File: config.mk
export PLATFORM = sky130hd
export DESIGN_NAME = tx_radio_core
export DESIGN_NICKNAME = d
export VERILOG_FILES = /design/src/hw/tx_radio_pkg.sv /design/src/hw/tx_ctrl_regs.sv /design/src/hw/tx_burst_sequencer.sv /design/src/hw/tx_error_reporter.sv /design/src/hw/tx_radio_core.sv
export SDC_FILE = /design/constraint.sdc
export NUM_CORES = 1
export LEC_CHECK = 0
export ABC_AREA = 1
export BUFFER_PORTS_ARGS = -buffer_cell sky130_fd_sc_hd__buf_4
export CORE_MARGIN = 4
export CORE_UTILIZATION = 60
export DETAILED_ROUTE_END_ITERATION = 8
export GPL_TIMING_DRIVEN = 1
export PLACE_DENSITY = 0.9
export SLEW_MARGIN = 20
export SYNTH_ARGS = -nofsm -noshare
export SYNTH_HDL_FRONTEND = slang
export SYNTH_HIERARCHICAL = 1
export SYNTH_SLANG_ARGS = --single-unit
File: constraint.sdc
create_clock -name radio_clk -period 14.7 [get_ports radio_clk]
set_input_delay 2.94 -clock radio_clk [delete_from_list [all_inputs] [get_ports radio_clk]]
set_output_delay 2.94 -clock radio_clk [all_outputs]
set_load 0.005 [all_outputs]
File: src/hw/tx_radio_pkg.sv
package tx_radio_pkg;

  // -------------------------------------------------------------------------
  // Widths with a meaning of their own
  // -------------------------------------------------------------------------

  typedef logic [31:0] samp_t;
  typedef logic [63:0] radio_time_t;
  typedef logic [19:0] ctrl_addr_t;
  typedef logic [31:0] ctrl_data_t;
  typedef logic [9:0]  port_id_t;
  typedef logic [15:0] epid_t;
  typedef logic [7:0]  err_code_t;

  // Error policy: what to discard after an error
  typedef enum logic [0:0] {
    policy_packet = 1'b0,
    policy_burst  = 1'b1
  } tx_policy_e;

  // -------------------------------------------------------------------------
  // Register map and error codes
  // -------------------------------------------------------------------------

  localparam ctrl_addr_t reg_tx_idle_value   = 20'h10;
  localparam ctrl_addr_t reg_tx_error_policy = 20'h14;
  localparam ctrl_addr_t reg_tx_err_port     = 20'h18;
  localparam ctrl_addr_t reg_tx_err_rem_port = 20'h1C;
  localparam ctrl_addr_t reg_tx_err_rem_epid = 20'h20;
  localparam ctrl_addr_t reg_tx_err_addr     = 20'h24;

  localparam err_code_t err_tx_underrun  = 8'd1;
  localparam err_code_t err_tx_late_data = 8'd2;

  // Error queue geometry
  localparam int err_queue_depth = 4;
  localparam int err_queue_aw    = $clog2(err_queue_depth);

  // -------------------------------------------------------------------------
  // Bundles
  // -------------------------------------------------------------------------

  typedef struct packed {
    logic       wr;
    logic       rd;
    ctrl_addr_t addr;
    ctrl_data_t data;
  } ctrl_req_t;

  typedef struct packed {
    logic       ack;
    ctrl_data_t data;
  } ctrl_resp_t;

  // Live configuration out of the register bank
  typedef struct packed {
    samp_t      idle_value;
    tx_policy_e policy;
    ctrl_addr_t err_addr;
    port_id_t   portid;
    epid_t      rem_epid;
    port_id_t   rem_portid;
  } tx_cfg_t;

  // Single-cycle error pulse, tstamp is the radio time of detection
  typedef struct packed {
    logic        valid;
    err_code_t   code;
    radio_time_t tstamp;
  } err_event_t;

  // Outgoing timed error write
  typedef struct packed {
    logic        wr;
    ctrl_addr_t  addr;
    ctrl_data_t  data;
    radio_time_t tstamp;
    port_id_t    portid;
    epid_t       rem_epid;
    port_id_t    rem_portid;
  } err_req_t;

  // Sample stream, everything except tready
  typedef struct packed {
    samp_t       tdata;
    logic        tlast;
    logic        tvalid;
    radio_time_t timestamp;
    logic        has_time;
    logic        eob;
  } tx_axis_t;

endpackage

File: src/hw/tx_ctrl_regs.sv
`timescale 1ns/1ns

module tx_ctrl_regs
  import tx_radio_pkg::*;
(
  input  logic       radio_clk,
  input  logic       radio_rst,
  input  ctrl_req_t  s_ctrl,
  output ctrl_resp_t s_ctrl_resp,
  output tx_cfg_t    cfg
);

  // Address decode results
  logic       addr_hit;
  ctrl_data_t rd_value;

  // -------------------------------------------------------------------------
  // Address decode and read mux
  // -------------------------------------------------------------------------

  // Read values are zero-extended to the bus width
  always_comb begin
    addr_hit = 1'b1;
    rd_value = '0;
    case (s_ctrl.addr)
      reg_tx_idle_value: begin
        rd_value = ctrl_data_t'(cfg.idle_value);
      end
      reg_tx_error_policy: begin
        rd_value = ctrl_data_t'(cfg.policy);
      end
      reg_tx_err_port: begin
        rd_value = ctrl_data_t'(cfg.portid);
      end
      reg_tx_err_rem_port: begin
        rd_value = ctrl_data_t'(cfg.rem_portid);
      end
      reg_tx_err_rem_epid: begin
        rd_value = ctrl_data_t'(cfg.rem_epid);
      end
      reg_tx_err_addr: begin
        rd_value = ctrl_data_t'(cfg.err_addr);
      end
      default: begin
        // Unknown address, never acknowledged
        addr_hit = 1'b0;
      end
    endcase
  end

  // -------------------------------------------------------------------------
  // Response, one cycle after the strobe
  // -------------------------------------------------------------------------

  always_ff @(posedge radio_clk) begin
    if (radio_rst) begin
      s_ctrl_resp <= '0;
    end else begin
      s_ctrl_resp.ack  <= (s_ctrl.wr | s_ctrl.rd) & addr_hit;
      // Data only alongside a read ack, zero otherwise
      s_ctrl_resp.data <= (s_ctrl.rd & addr_hit) ? rd_value : '0;
    end
  end

  // -------------------------------------------------------------------------
  // Register writes
  // -------------------------------------------------------------------------

  always_ff @(posedge radio_clk) begin
    if (radio_rst) begin
      cfg.idle_value <= '0;
      cfg.policy     <= policy_packet;
      cfg.err_addr   <= '0;
      cfg.portid     <= '0;
      cfg.rem_epid   <= '0;
      cfg.rem_portid <= '0;
    end else if (s_ctrl.wr) begin
      case (s_ctrl.addr)
        reg_tx_idle_value:   cfg.idle_value <= samp_t'(s_ctrl.data);
        reg_tx_error_policy: begin
          // Anything but the burst code falls back to packet policy
          if (s_ctrl.data == ctrl_data_t'(policy_burst)) begin
            cfg.policy <= policy_burst;
          end else begin
            cfg.policy <= policy_packet;
          end
        end
        reg_tx_err_port:     cfg.portid     <= port_id_t'(s_ctrl.data);
        reg_tx_err_rem_port: cfg.rem_portid <= port_id_t'(s_ctrl.data);
        reg_tx_err_rem_epid: cfg.rem_epid   <= epid_t'(s_ctrl.data);
        reg_tx_err_addr:     cfg.err_addr   <= ctrl_addr_t'(s_ctrl.data);
        default: ;
      endcase
    end
  end

endmodule

File: src/hw/tx_burst_sequencer.sv
`timescale 1ns/1ns

module tx_burst_sequencer
  import tx_radio_pkg::*;
(
  input  logic        radio_clk,
  input  logic        radio_rst,
  input  tx_axis_t    s_axis,
  output logic        s_axis_tready,
  input  radio_time_t radio_time,
  input  logic        radio_tx_stb,
  output samp_t       radio_tx_data,
  output logic        radio_tx_running,
  input  samp_t       idle_value,
  input  tx_policy_e  policy,
  output err_event_t  err_event
);

  typedef enum logic [1:0] {
    st_idle,
    st_time_check,
    st_transmit,
    st_drop
  } seq_state_e;

  seq_state_e state;

  // Packet framing
  logic sop;
  logic eob;
  logic cur_eob;
  logic beat;

  // Registered time comparisons
  logic time_now;
  logic time_past;

  // Drop exit decision
  logic drop_done;
  logic pkt_end;
  logic between_pkts;

  // Error pulse
  logic        err_valid;
  err_code_t   err_code;
  radio_time_t err_time;

  assign beat = s_axis.tvalid & s_axis_tready;

  // On the first word the sideband eob is live, later it is the latched one
  assign cur_eob = sop ? s_axis.eob : eob;

  // -------------------------------------------------------------------------
  // Time compare, one cycle behind radio_time
  // -------------------------------------------------------------------------

  always_ff @(posedge radio_clk) begin
    time_now  <= (radio_time == s_axis.timestamp);
    time_past <= (radio_time >  s_axis.timestamp);
  end

  // -------------------------------------------------------------------------
  // Start-of-packet and end-of-burst tracking
  // -------------------------------------------------------------------------

  always_ff @(posedge radio_clk) begin
    if (radio_rst) begin
      sop <= 1'b1;
      eob <= 1'b0;
    end else if (beat) begin
      // Single-word packets still latch their eob
      if (sop) begin
        eob <= s_axis.eob;
      end
      sop <= s_axis.tlast;
    end
  end

  // Drop ends at a packet boundary, and for burst policy only at a burst end
  assign pkt_end      = s_axis.tvalid & s_axis.tlast;
  assign between_pkts = ~s_axis.tvalid & sop;
  assign drop_done    = (pkt_end & ((policy == policy_packet) | cur_eob)) |
                        (between_pkts & ((policy == policy_packet) | eob));

  // -------------------------------------------------------------------------
  // Burst FSM
  // -------------------------------------------------------------------------

  always_ff @(posedge radio_clk) begin
    if (radio_rst) begin
      state     <= st_idle;
      err_valid <= 1'b0;
    end else begin
      err_valid <= 1'b0;
      case (state)
        st_idle: begin
          // Give the time compare a cycle to see the new header
          if (s_axis.tvalid) begin
            state <= st_time_check;
          end
        end
        st_time_check: begin
          if (!s_axis.has_time || time_now) begin
            state <= st_transmit;
          end else if (time_past) begin
            err_valid <= 1'b1;
            err_code  <= err_tx_late_data;
            err_time  <= radio_time;
            state     <= st_drop;
          end
        end
        st_transmit: begin
          if (radio_tx_stb) begin
            if (!s_axis.tvalid) begin
              // Radio wanted a sample and none was there
              err_valid <= 1'b1;
              err_code  <= err_tx_underrun;
              err_time  <= radio_time;
              state     <= st_drop;
            end else if (s_axis.tlast && cur_eob) begin
              state <= st_idle;
            end
          end
        end
        st_drop: begin
          if (drop_done) begin
            state <= st_idle;
          end
        end
        default: state <= st_idle;
      endcase
    end
  end

  assign err_event = '{valid: err_valid, code: err_code, tstamp: err_time};

  // Consume on strobes while sending, flush freely while dropping
  assign s_axis_tready    = (radio_tx_stb & (state == st_transmit)) | (state == st_drop);
  assign radio_tx_running = (state == st_transmit);
  assign radio_tx_data    = (s_axis.tvalid && state == st_transmit) ? s_axis.tdata
                                                                    : idle_value;

endmodule

File: src/hw/tx_error_reporter.sv
`timescale 1ns/1ns

module tx_error_reporter
  import tx_radio_pkg::*;
(
  input  logic       radio_clk,
  input  logic       radio_rst,
  input  err_event_t err_event,
  input  tx_cfg_t    cfg,
  output err_req_t   m_ctrl,
  input  logic       m_ctrl_ack
);

  typedef enum logic [0:0] {
    rep_idle,
    rep_wait_ack
  } rep_state_e;

  rep_state_e state;

  // -------------------------------------------------------------------------
  // Error queue
  // -------------------------------------------------------------------------

  err_code_t   code_mem [err_queue_depth];
  radio_time_t time_mem [err_queue_depth];

  logic [err_queue_aw-1:0] wr_ptr;
  logic [err_queue_aw-1:0] rd_ptr;
  logic [err_queue_aw:0]   count;

  logic full;
  logic empty;
  logic push;
  logic pop;

  // Request payload
  logic        req_wr;
  ctrl_addr_t  req_addr;
  ctrl_data_t  req_data;
  radio_time_t req_time;

  assign full  = (count == (err_queue_aw + 1)'(err_queue_depth));
  assign empty = (count == '0);

  // Events that arrive while full are lost
  assign push = err_event.valid & ~full;
  assign pop  = (state == rep_idle) & ~empty;

  always_ff @(posedge radio_clk) begin
    if (push) begin
      code_mem[wr_ptr] <= err_event.code;
      time_mem[wr_ptr] <= err_event.tstamp;
    end
  end

  // Pointers wrap naturally, depth is a power of two
  always_ff @(posedge radio_clk) begin
    if (radio_rst) begin
      wr_ptr <= '0;
      rd_ptr <= '0;
      count  <= '0;
    end else begin
      if (push) begin
        wr_ptr <= wr_ptr + 1'b1;
      end
      if (pop) begin
        rd_ptr <= rd_ptr + 1'b1;
      end
      case ({push, pop})
        2'b10:   count <= count + 1'b1;
        2'b01:   count <= count - 1'b1;
        default: ;
      endcase
    end
  end

  // -------------------------------------------------------------------------
  // Report FSM, one write in flight at a time
  // -------------------------------------------------------------------------

  always_ff @(posedge radio_clk) begin
    if (radio_rst) begin
      state  <= rep_idle;
      req_wr <= 1'b0;
    end else begin
      req_wr <= 1'b0;
      case (state)
        rep_idle: begin
          if (pop) begin
            req_wr   <= 1'b1;
            req_addr <= cfg.err_addr;
            req_data <= ctrl_data_t'(code_mem[rd_ptr]);
            req_time <= time_mem[rd_ptr];
            state    <= rep_wait_ack;
          end
        end
        rep_wait_ack: begin
          if (m_ctrl_ack) begin
            state <= rep_idle;
          end
        end
        default: state <= rep_idle;
      endcase
    end
  end

  // Routing follows the live register values
  assign m_ctrl = '{
    wr:         req_wr,
    addr:       req_addr,
    data:       req_data,
    tstamp:     req_time,
    portid:     cfg.portid,
    rem_epid:   cfg.rem_epid,
    rem_portid: cfg.rem_portid
  };

endmodule

File: src/hw/tx_radio_core.sv
`timescale 1ns/1ns

module tx_radio_core
  import tx_radio_pkg::*;
(
  input  logic        radio_clk,
  input  logic        radio_rst,

  // Register access
  input  ctrl_req_t   s_ctrl,
  output ctrl_resp_t  s_ctrl_resp,

  // Sample stream
  input  tx_axis_t    s_axis,
  output logic        s_axis_tready,

  // Radio side
  input  radio_time_t radio_time,
  input  logic        radio_tx_stb,
  output samp_t       radio_tx_data,
  output logic        radio_tx_running,

  // Error reports
  output err_req_t    m_ctrl,
  input  logic        m_ctrl_ack
);

  // Shared configuration and error pulses
  tx_cfg_t    cfg;
  err_event_t err_event;

  // -------------------------------------------------------------------------
  // Register bank
  // -------------------------------------------------------------------------

  tx_ctrl_regs tx_ctrl_regs_inst (
    .radio_clk   (radio_clk),
    .radio_rst   (radio_rst),
    .s_ctrl      (s_ctrl),
    .s_ctrl_resp (s_ctrl_resp),
    .cfg         (cfg)
  );

  // -------------------------------------------------------------------------
  // Data path and error detection
  // -------------------------------------------------------------------------

  tx_burst_sequencer tx_burst_sequencer_inst (
    .radio_clk        (radio_clk),
    .radio_rst        (radio_rst),
    .s_axis           (s_axis),
    .s_axis_tready    (s_axis_tready),
    .radio_time       (radio_time),
    .radio_tx_stb     (radio_tx_stb),
    .radio_tx_data    (radio_tx_data),
    .radio_tx_running (radio_tx_running),
    .idle_value       (cfg.idle_value),
    .policy           (cfg.policy),
    .err_event        (err_event)
  );

  // Reports carry the routing fields from the bank
  tx_error_reporter tx_error_reporter_inst (
    .radio_clk  (radio_clk),
    .radio_rst  (radio_rst),
    .err_event  (err_event),
    .cfg        (cfg),
    .m_ctrl     (m_ctrl),
    .m_ctrl_ack (m_ctrl_ack)
  );

endmodule

==> run summary, run 1 <==
yosys warns: 6
CP required: 11.76 ns
Die W: 207.4 µm
clk_lat worst skew: 0.60 ns
Initial DRT Pass Iterations: 7
wire per inst: 21.17 µm
unrepaired setup endpoints after global routing: false
synthesized area per cell: 11.49 µm²
DRC: 0
Post-CTS Setup Bufs: 0
P_int: 3.062 mW
Yosys reg bits: 584
leak pwr: 11.68 nW
power density over the cells: 148.0 nW/µm²
status: finished clean
Hold Path Class: register to register
Final Hold Fails: 0
CTS tree: done
final net count: 2,735
endpoint type of the worst setup path: output port
Comb pwr share: 18.3%
uppermost layer routed: met4
Overall Global Routing Usage: 28.48%
GR Overflow Total: 0
vias in the first global route: 17,281
Slew HR: 24.55%
startpoint types: input port
worst hold stages: 0
met3 routed WL: 5.857 mm
Clock Sinks: 584
CP most frequent cell: buf_4
met1 WL: 22.28 mm
critical path type: input port to output port
fin area: 28,670 µm²
Post-Synthesis Cells: 2,075
max-cap violations: 0
number of flops mapped to enable cells by yosys: 446
Sw Ratio: 27.81%
Port Buffers: 417
RR Endpoint: tx_burst_sequencer_inst/err_time[60]
RR Startpoint: tx_burst_sequencer_inst/state[0]
P_sw: 1.180 mW
Setup crit end: radio_tx_data[17]
worst slew pin tran: 1.132 ns
Slowest cell on crit path: buf_4
CP Max Fanout: 34
worst vdd ir: 97.11 µV
DP HPWL: 41.37 mm
first-pass GRT wire length: 96.32 mm
Die Y: 207.4 µm
Synth cell types: 43
Register-to-Register Path Depth: 7
CP cell instances: buf_4 > nand2_2 > buf_4 > inv_2 > nand2_1 > nand2_1 > buf_4
Final Wtd Congestion: 0.8942
Iteration-0 DRC Markers: 1,641
total core area: 39,010 µm²
routed wl met2: 32.22 mm
largest net degree at the start of global routing: 103
area delta synth->final: 20.21%
fmax: 138.2 MHz
Area after DPL: 26,820 µm²
clock root buffer: clkbuf_16
layout cell share with drive strength beyond 1: 23.10%
Clock Skew: 0.01884 ns
DR vias/cell: 5.711
Period minus WS final: 7.235 ns
row count: 72
crit path launch: s_axis[66]
Async SR Flop Fraction: 0%
Slowest Stage Delay on Critical Path: 0.36 ns
share of power burned in registers: 48.5%
Clock power frac: 33.1%
fin cells: 3,005
post-route ant nets: 0
Worst Path Arrival: 4.30 ns
final setup fails: 0
Vias: 17,163
hold buffer count at cts: 0
post-CTS sizing: 0
drt total wl: 63.62 mm
IO Count: 442
Setup TNS: 0 ns
total CTS buffers: 55
Placed Cells: 2,898
Clock transition at path regs: 0.06 ns
die area: 43,000 µm²
Most used DFF post-synth: edfxtp_1
fill count: 2,469
clock buffer depth: 3
initial antenna violation count: 2
Final period util: 49.22%
reg2reg setup slack: 11.41 ns
mapped cell area: 23,850 µm²
Starting Density: 61.14%
sequential area share after synthesis: 67.74%
Slew Limit Fails: 0
H-tree Lvls: 2
-- worst min path at each step --
stage	startpoint	endpoint	slack, ns
final	tx_ctrl_regs_inst/cfg[42]	tx_error_reporter_inst/req_addr[6]	0.46
after global routing	tx_ctrl_regs_inst/cfg[51]	tx_error_reporter_inst/req_addr[15]	0.46
after CTS	tx_ctrl_regs_inst/cfg[51]	tx_error_reporter_inst/req_addr[15]	0.45
after detailed placement	tx_ctrl_regs_inst/cfg[53]	tx_error_reporter_inst/req_addr[17]	0.44
after global placement	tx_ctrl_regs_inst/cfg[39]	tx_error_reporter_inst/req_addr[3]	0.43
after floorplan	tx_ctrl_regs_inst/cfg[46]	tx_error_reporter_inst/req_addr[10]	0.43
-- critical path, delay by kind of cell --
family	cells	cell delay, ns
AND/OR/NAND/NOR	3	0.32
buffers and inverters	4	0.99
-- cells in the mapped netlist (2+ instances only) --
cell type | instances | share of area (%)
clkbuf_1 | 19 | 0.30
ha_1 | 74 | 3.9
nor2_2 | 24 | 0.63
buf_4 | 73 | 2.3
o22ai_1 | 73 | 1.9
nor2_1 | 226 | 3.6
nand4_1 | 15 | 0.39
inv_2 | 6 | 0.094
nor3_1 | 7 | 0.15
a21oi_1 | 126 | 2.6
clkbuf_2 | 6 | 0.13
nor2_4 | 3 | 0.14
dfxtp_1 | 138 | 12
edfxtp_1 | 446 | 56
nand3_2 | 4 | 0.17
clkinv_1 | 3 | 0.047
conb_1 | 2 | 0.031
nand2_2 | 3 | 0.079
a21o_1 | 3 | 0.094
nand2_1 | 313 | 4.9
inv_1 | 159 | 2.5
o21ai_1 | 71 | 1.5
nand3_1 | 32 | 0.67
o21ai_0 | 174 | 3.7
nand3b_1 | 2 | 0.063
buf_6 | 22 | 1.0
buf_2 | 34 | 0.71
o21a_1 | 2 | 0.063
-- metal layers --
| layer | vias to the layer above | global-route usage (%) |
|---|---|---|
| met1 | 8140 | 33.82 |
| met3 | 181 | 6.060 |
| li1 | 7825 | - |
| met4 | 0 | 14.14 |
| met2 | 1017 | 49.43 |
| met5 | - | 0 |
-- kinds of logic after synthesis --
kind of cell / after synthesis / share of synthesized area (%)
AND/OR/NAND/NOR: 637 / 11.07
flip-flops: 584 / 67.74
AO/OA/AOI/OAI: 452 / 9.948
buffers and inverters: 325 / 7.246
adder cells (fa/ha/maj): 75 / 3.966
other: 2 / 0.03149
-- placed cells by master, fill, tap and decap left out, drive strengths merged, types with 7 or more instances in the layout --
master,Yosys,layout
edfxtp,446,446
buf,131,434
nand2,317,317
nor2,253,253
o21ai,245,245
inv,166,168
dfxtp,138,138
a21oi,126,126
clkbuf,25,75
ha,74,74
o22ai,73,73
nand3,37,37
conb,2,30
clkinv,3,24
nand4,15,15
nor3,7,7
-- power groups by stage --
stage	Clock [mW]	Sequential (mW)	Combinational [mW]
floorplan	0	2.07	0.486
global placement	0	2.08	0.725
detailed placement	0	2.09	0.769
CTS	1.42	2.06	0.777
global route	1.50	2.07	0.849
finish	1.41	2.06	0.778
-- state kept, by name, indices dropped and copies added, names as in the netlist, 2 cells and up --
register / count
tx_burst_sequencer_inst/state: 2
tx_burst_sequencer_inst/err_code: 2
tx_error_reporter_inst/req_addr: 20
tx_ctrl_regs_inst/s_ctrl_resp: 33
tx_error_reporter_inst/rd_ptr: 2
tx_burst_sequencer_inst/err_time: 64
tx_error_reporter_inst/req_time: 64
tx_error_reporter_inst/req_data: 8
tx_ctrl_regs_inst/cfg: 89
tx_error_reporter_inst/time_mem: 256
tx_error_reporter_inst/count: 3
tx_error_reporter_inst/wr_ptr: 2
tx_error_reporter_inst/code_mem: 32
-- through the flow --
step                      setup slack, ns  hold slack (ns)  power, mW  utilization, %
after floorplan                     7.403           0.4252      2.553               -
after global placement              7.547           0.4319      2.808           68.74
after detailed placement            7.495           0.4371      2.860           68.75
after CTS                           7.475           0.4532      4.257           73.41
after global routing                7.384           0.4637      4.416           73.49
final                               7.465           0.4552      4.242           73.49
-- cell type report --
cell class	instances	area, µm²	area share (%)
clock inverters	29	239.0	0.8336
multi-input cells	1194	6123	21.36
repair buffers	434	3278	11.44
flip-flops and latches	584	16160	56.37
well taps	518	648.1	2.261
clock buffers	75	1577	5.499
diodes	2	5.005	0.01746
inverters	169	636.9	2.222
Note: power is estimated with default switching activity, not from simulation.
==> inputs of run 2 (changes only) <==
- CORE_UTILIZATION: 60 -> 56
- PLACE_DENSITY: 0.9 -> 0.85
- clock period: 14.7 -> 7.49 ns (I/O delays scaled with it)
==> run 2 against run 1 <==
- global-route usage fell by 2.6 points
- die area increased by 6.9%
- via count fell by 0.90%
- hold slack about the same
- first-iteration DRC count decreased by 3.1%
- critical path depth decreased by 1
- sequential cell count stayed put
- clock-buffer cell count decreased by 7
- non-clock buffer count decreased by 3
- final cell count grew 0.57%
- utilization is 5.2 points lower
- critical path type unchanged
- highest routed layer unchanged
==> run summary, run 2 (synthesized netlist as in run 1, its figures left out) <==
fmax: 220.7 MHz
Vias: 17,009 (was 17,163)
Period minus WS final: 4.532 ns
RR Startpoint: tx_burst_sequencer_inst/state[0] (unchanged)
Final period util: 60.50%
reg2reg setup slack: 4.45 ns (was 11.41 ns)
layout cell share with drive strength beyond 1: 22.96% (was 23.10%)
initial antenna violation count: 0 (was 2)
Clock power frac: 33.5% (was 33.1%)
H-tree Lvls: 2 (unchanged)
Worst Path Arrival: 3.03 ns (was 4.30 ns)
post-route ant nets: 0 (unchanged)
Port Buffers: 417 (unchanged)
vias in the first global route: 17,079 (was 17,281)
Die W: 214.4 µm (was 207.4 µm)
Setup TNS: 0 ns (unchanged)
RR Endpoint: tx_burst_sequencer_inst/err_time[7] (was tx_burst_sequencer_inst/err_time[60])
P_int: 6.018 mW (was 3.062 mW)
first-pass GRT wire length: 94.09 mm (was 96.32 mm)
Slew HR: 26.94% (was 24.55%)
Hold EP: tx_error_reporter_inst/req_addr[18] (was tx_error_reporter_inst/req_addr[6])
DP HPWL: 39.80 mm (was 41.37 mm)
leak pwr: 11.67 nW (was 11.68 nW)
Iteration-0 DRC Markers: 1,590 (was 1,641)
biggest regs: tx_error_reporter_inst/time_mem x256, tx_ctrl_regs_inst/cfg x89 (unchanged)
share of power burned in registers: 48.3% (was 48.5%)
startpoint types: input port (unchanged)
clock buffer depth: 3 (unchanged)
Post-CTS Setup Bufs: 0 (unchanged)
CP cell instances: buf_4 > nand2_2 > inv_2 > nand2_1 > nand2_1 > buf_4 (was buf_4 > nand2_2 > buf_4 > inv_2 > nand2_1 > nand2_1 > buf_4)
GR Overflow Total: 0 (unchanged)
final worst setup slack: 2.958 ns (was 7.465 ns)
clk_lat worst skew: 0.61 ns (was 0.60 ns)
DR vias/cell: 5.628 (was 5.711)
Buf/Inv on CP: 3 (was 4)
die area: 45,950 µm² (was 43,000 µm²)
total core area: 42,040 µm² (was 39,010 µm²)
Slew Limit Fails: 0 (unchanged)
worst slew pin tran: 1.096 ns (was 1.132 ns)
Starting Density: 56.73% (was 61.14%)
Overall Global Routing Usage: 25.89% (was 28.48%)
stages on the worst setup path: 6 (was 7)
CP Max Fanout: 34 (unchanged)
Comb pwr share: 18.2% (was 18.3%)
Antenna Cells: 0 (was 2)
Hold Path Class: register to register (unchanged)
fill count: 2,929 (was 2,469)
most common cell after layout, fill and taps aside: edfxtp_1 (unchanged)
largest net degree at the start of global routing: 91 (was 103)
Register-to-Register Path Depth: 6 (was 7)
Final Wtd Congestion: 0.9089 (was 0.8942)
Initial DRT Pass Iterations: 6 (was 7)
critical path type: input port to output port (unchanged)
post-CTS sizing: 0 (unchanged)
power density over the cells: 290.9 nW/µm² (was 148.0 nW/µm²)
Min-Delay Startpoint: tx_ctrl_regs_inst/cfg[54] (was tx_ctrl_regs_inst/cfg[42])
max-cap violations: 0 (unchanged)
max reg flops: 256 (unchanged)
P_sw: 2.334 mW (was 1.180 mW)
endpoint type of the worst setup path: output port (unchanged)
worst hold stages: 0 (unchanged)
hold buffer count at cts: 0 (unchanged)
Clock Skew: 0.02220 ns (was 0.01884 ns)
Sw Ratio: 27.95% (was 27.81%)
CP required: 5.99 ns (was 11.76 ns)
Slowest cell on crit path: inv_2 (was buf_4)
Final Hold Fails: 0 (unchanged)
CTS tree: done (unchanged)
unrepaired setup endpoints after global routing: false (unchanged)
wire per inst: 20.36 µm (was 21.17 µm)
DRC: 0 (unchanged)
final net count: 2,733 (was 2,735)
area delta synth->final: 20.38% (was 20.21%)
largest register by flop count: tx_error_reporter_inst/time_mem (unchanged)
Layout Utilization: 68.29% (was 73.49%)
drt total wl: 61.52 mm (was 63.62 mm)
total CTS buffers: 56 (was 55)
IO Count: 442 (unchanged)
Die Y: 214.4 µm (was 207.4 µm)
Clock transition at path regs: 0.06 ns (about the same)
worst vdd ir: 209.6 µV (was 97.11 µV)
status: finished clean (unchanged)
Min Hold Slack: 0.4554 ns (was 0.4552 ns)
Slowest Stage Delay on Critical Path: 0.65 ns (was 0.36 ns)
DP Worst Slack: 2.975 ns (was 7.495 ns)
final setup fails: 0 (unchanged)
crit-path leading delay family: buffers and inverters (unchanged)
row count: 75 (was 72)
clock root buffer: clkbuf_16 (unchanged)
Clock Sinks: 584 (unchanged)
most frequent cells in the layout: edfxtp_1 (446), buf_4 (430), nand2_1 (313) (was edfxtp_1 (446), buf_4 (431), nand2_1 (313))
[run 2: layout make-up]
cell class,count,area [µm²],area share (%)
sequential,584,16160,56.29
multi-input combinational,1194,6126,21.34
timing repair buffer,431,3256,11.34
clock buffer,68,1486,5.178
tap,539,674.4,2.349
inverter,169,636.9,2.218
clock inverter,37,369.1,1.286
[run 2: worst max-delay path by stage]
stage,startpoint,end,slack (ns)
3_5_place_dp,s_axis[66],radio_tx_data[23],2.98
5_1_grt,tx_burst_sequencer_inst/state[0],radio_tx_data[0],2.87
6_report,s_axis[66],radio_tx_data[20],2.96
2_1_floorplan,radio_rst,tx_error_reporter_inst/req_addr[0],1.64
4_1_cts,s_axis[66],radio_tx_data[23],2.97
3_3_place_gp,s_axis[66],radio_tx_data[28],3.10
[run 2: stage by stage]
stage	instance area [µm²]	cells	power, mW
floorplan	23950	2103	5.010
global placement	26820	2916	5.514
detailed placement	26820	2916	5.610
CTS	28670	3021	8.395
global route	28710	3022	8.719
finish	28710	3022	8.353
[run 2: worst register-to-register path: cells and delay by family, from the launching register on]
kind | cells | cell delay, ns
buffers and inverters | 2 | 0.93
and+or+nand+nor | 2 | 0.79
DFF | 1 | 0.37
adders and majority gates | 1 | 0.32
AOI/OAI and AO/OA | 1 | 0.14
[run 2: power groups by stage]
stage | Combinational, mW | Clock (mW) | Sequential, mW
floorplan | 0.954 | 0 | 4.06
global placement | 1.43 | 0 | 4.08
detailed placement | 1.51 | 0 | 4.10
CTS | 1.52 | 2.84 | 4.03
global route | 1.68 | 2.99 | 4.06
finish | 1.52 | 2.80 | 4.03
[run 2: layer usage]
layer / GRT usage (%) / wire length [µm]
met1: 32.47 / 23180
met2: 44.48 / 30660
met3: 5.201 / 5265
met4: 10.33 / 2415
met5: 0 / 0
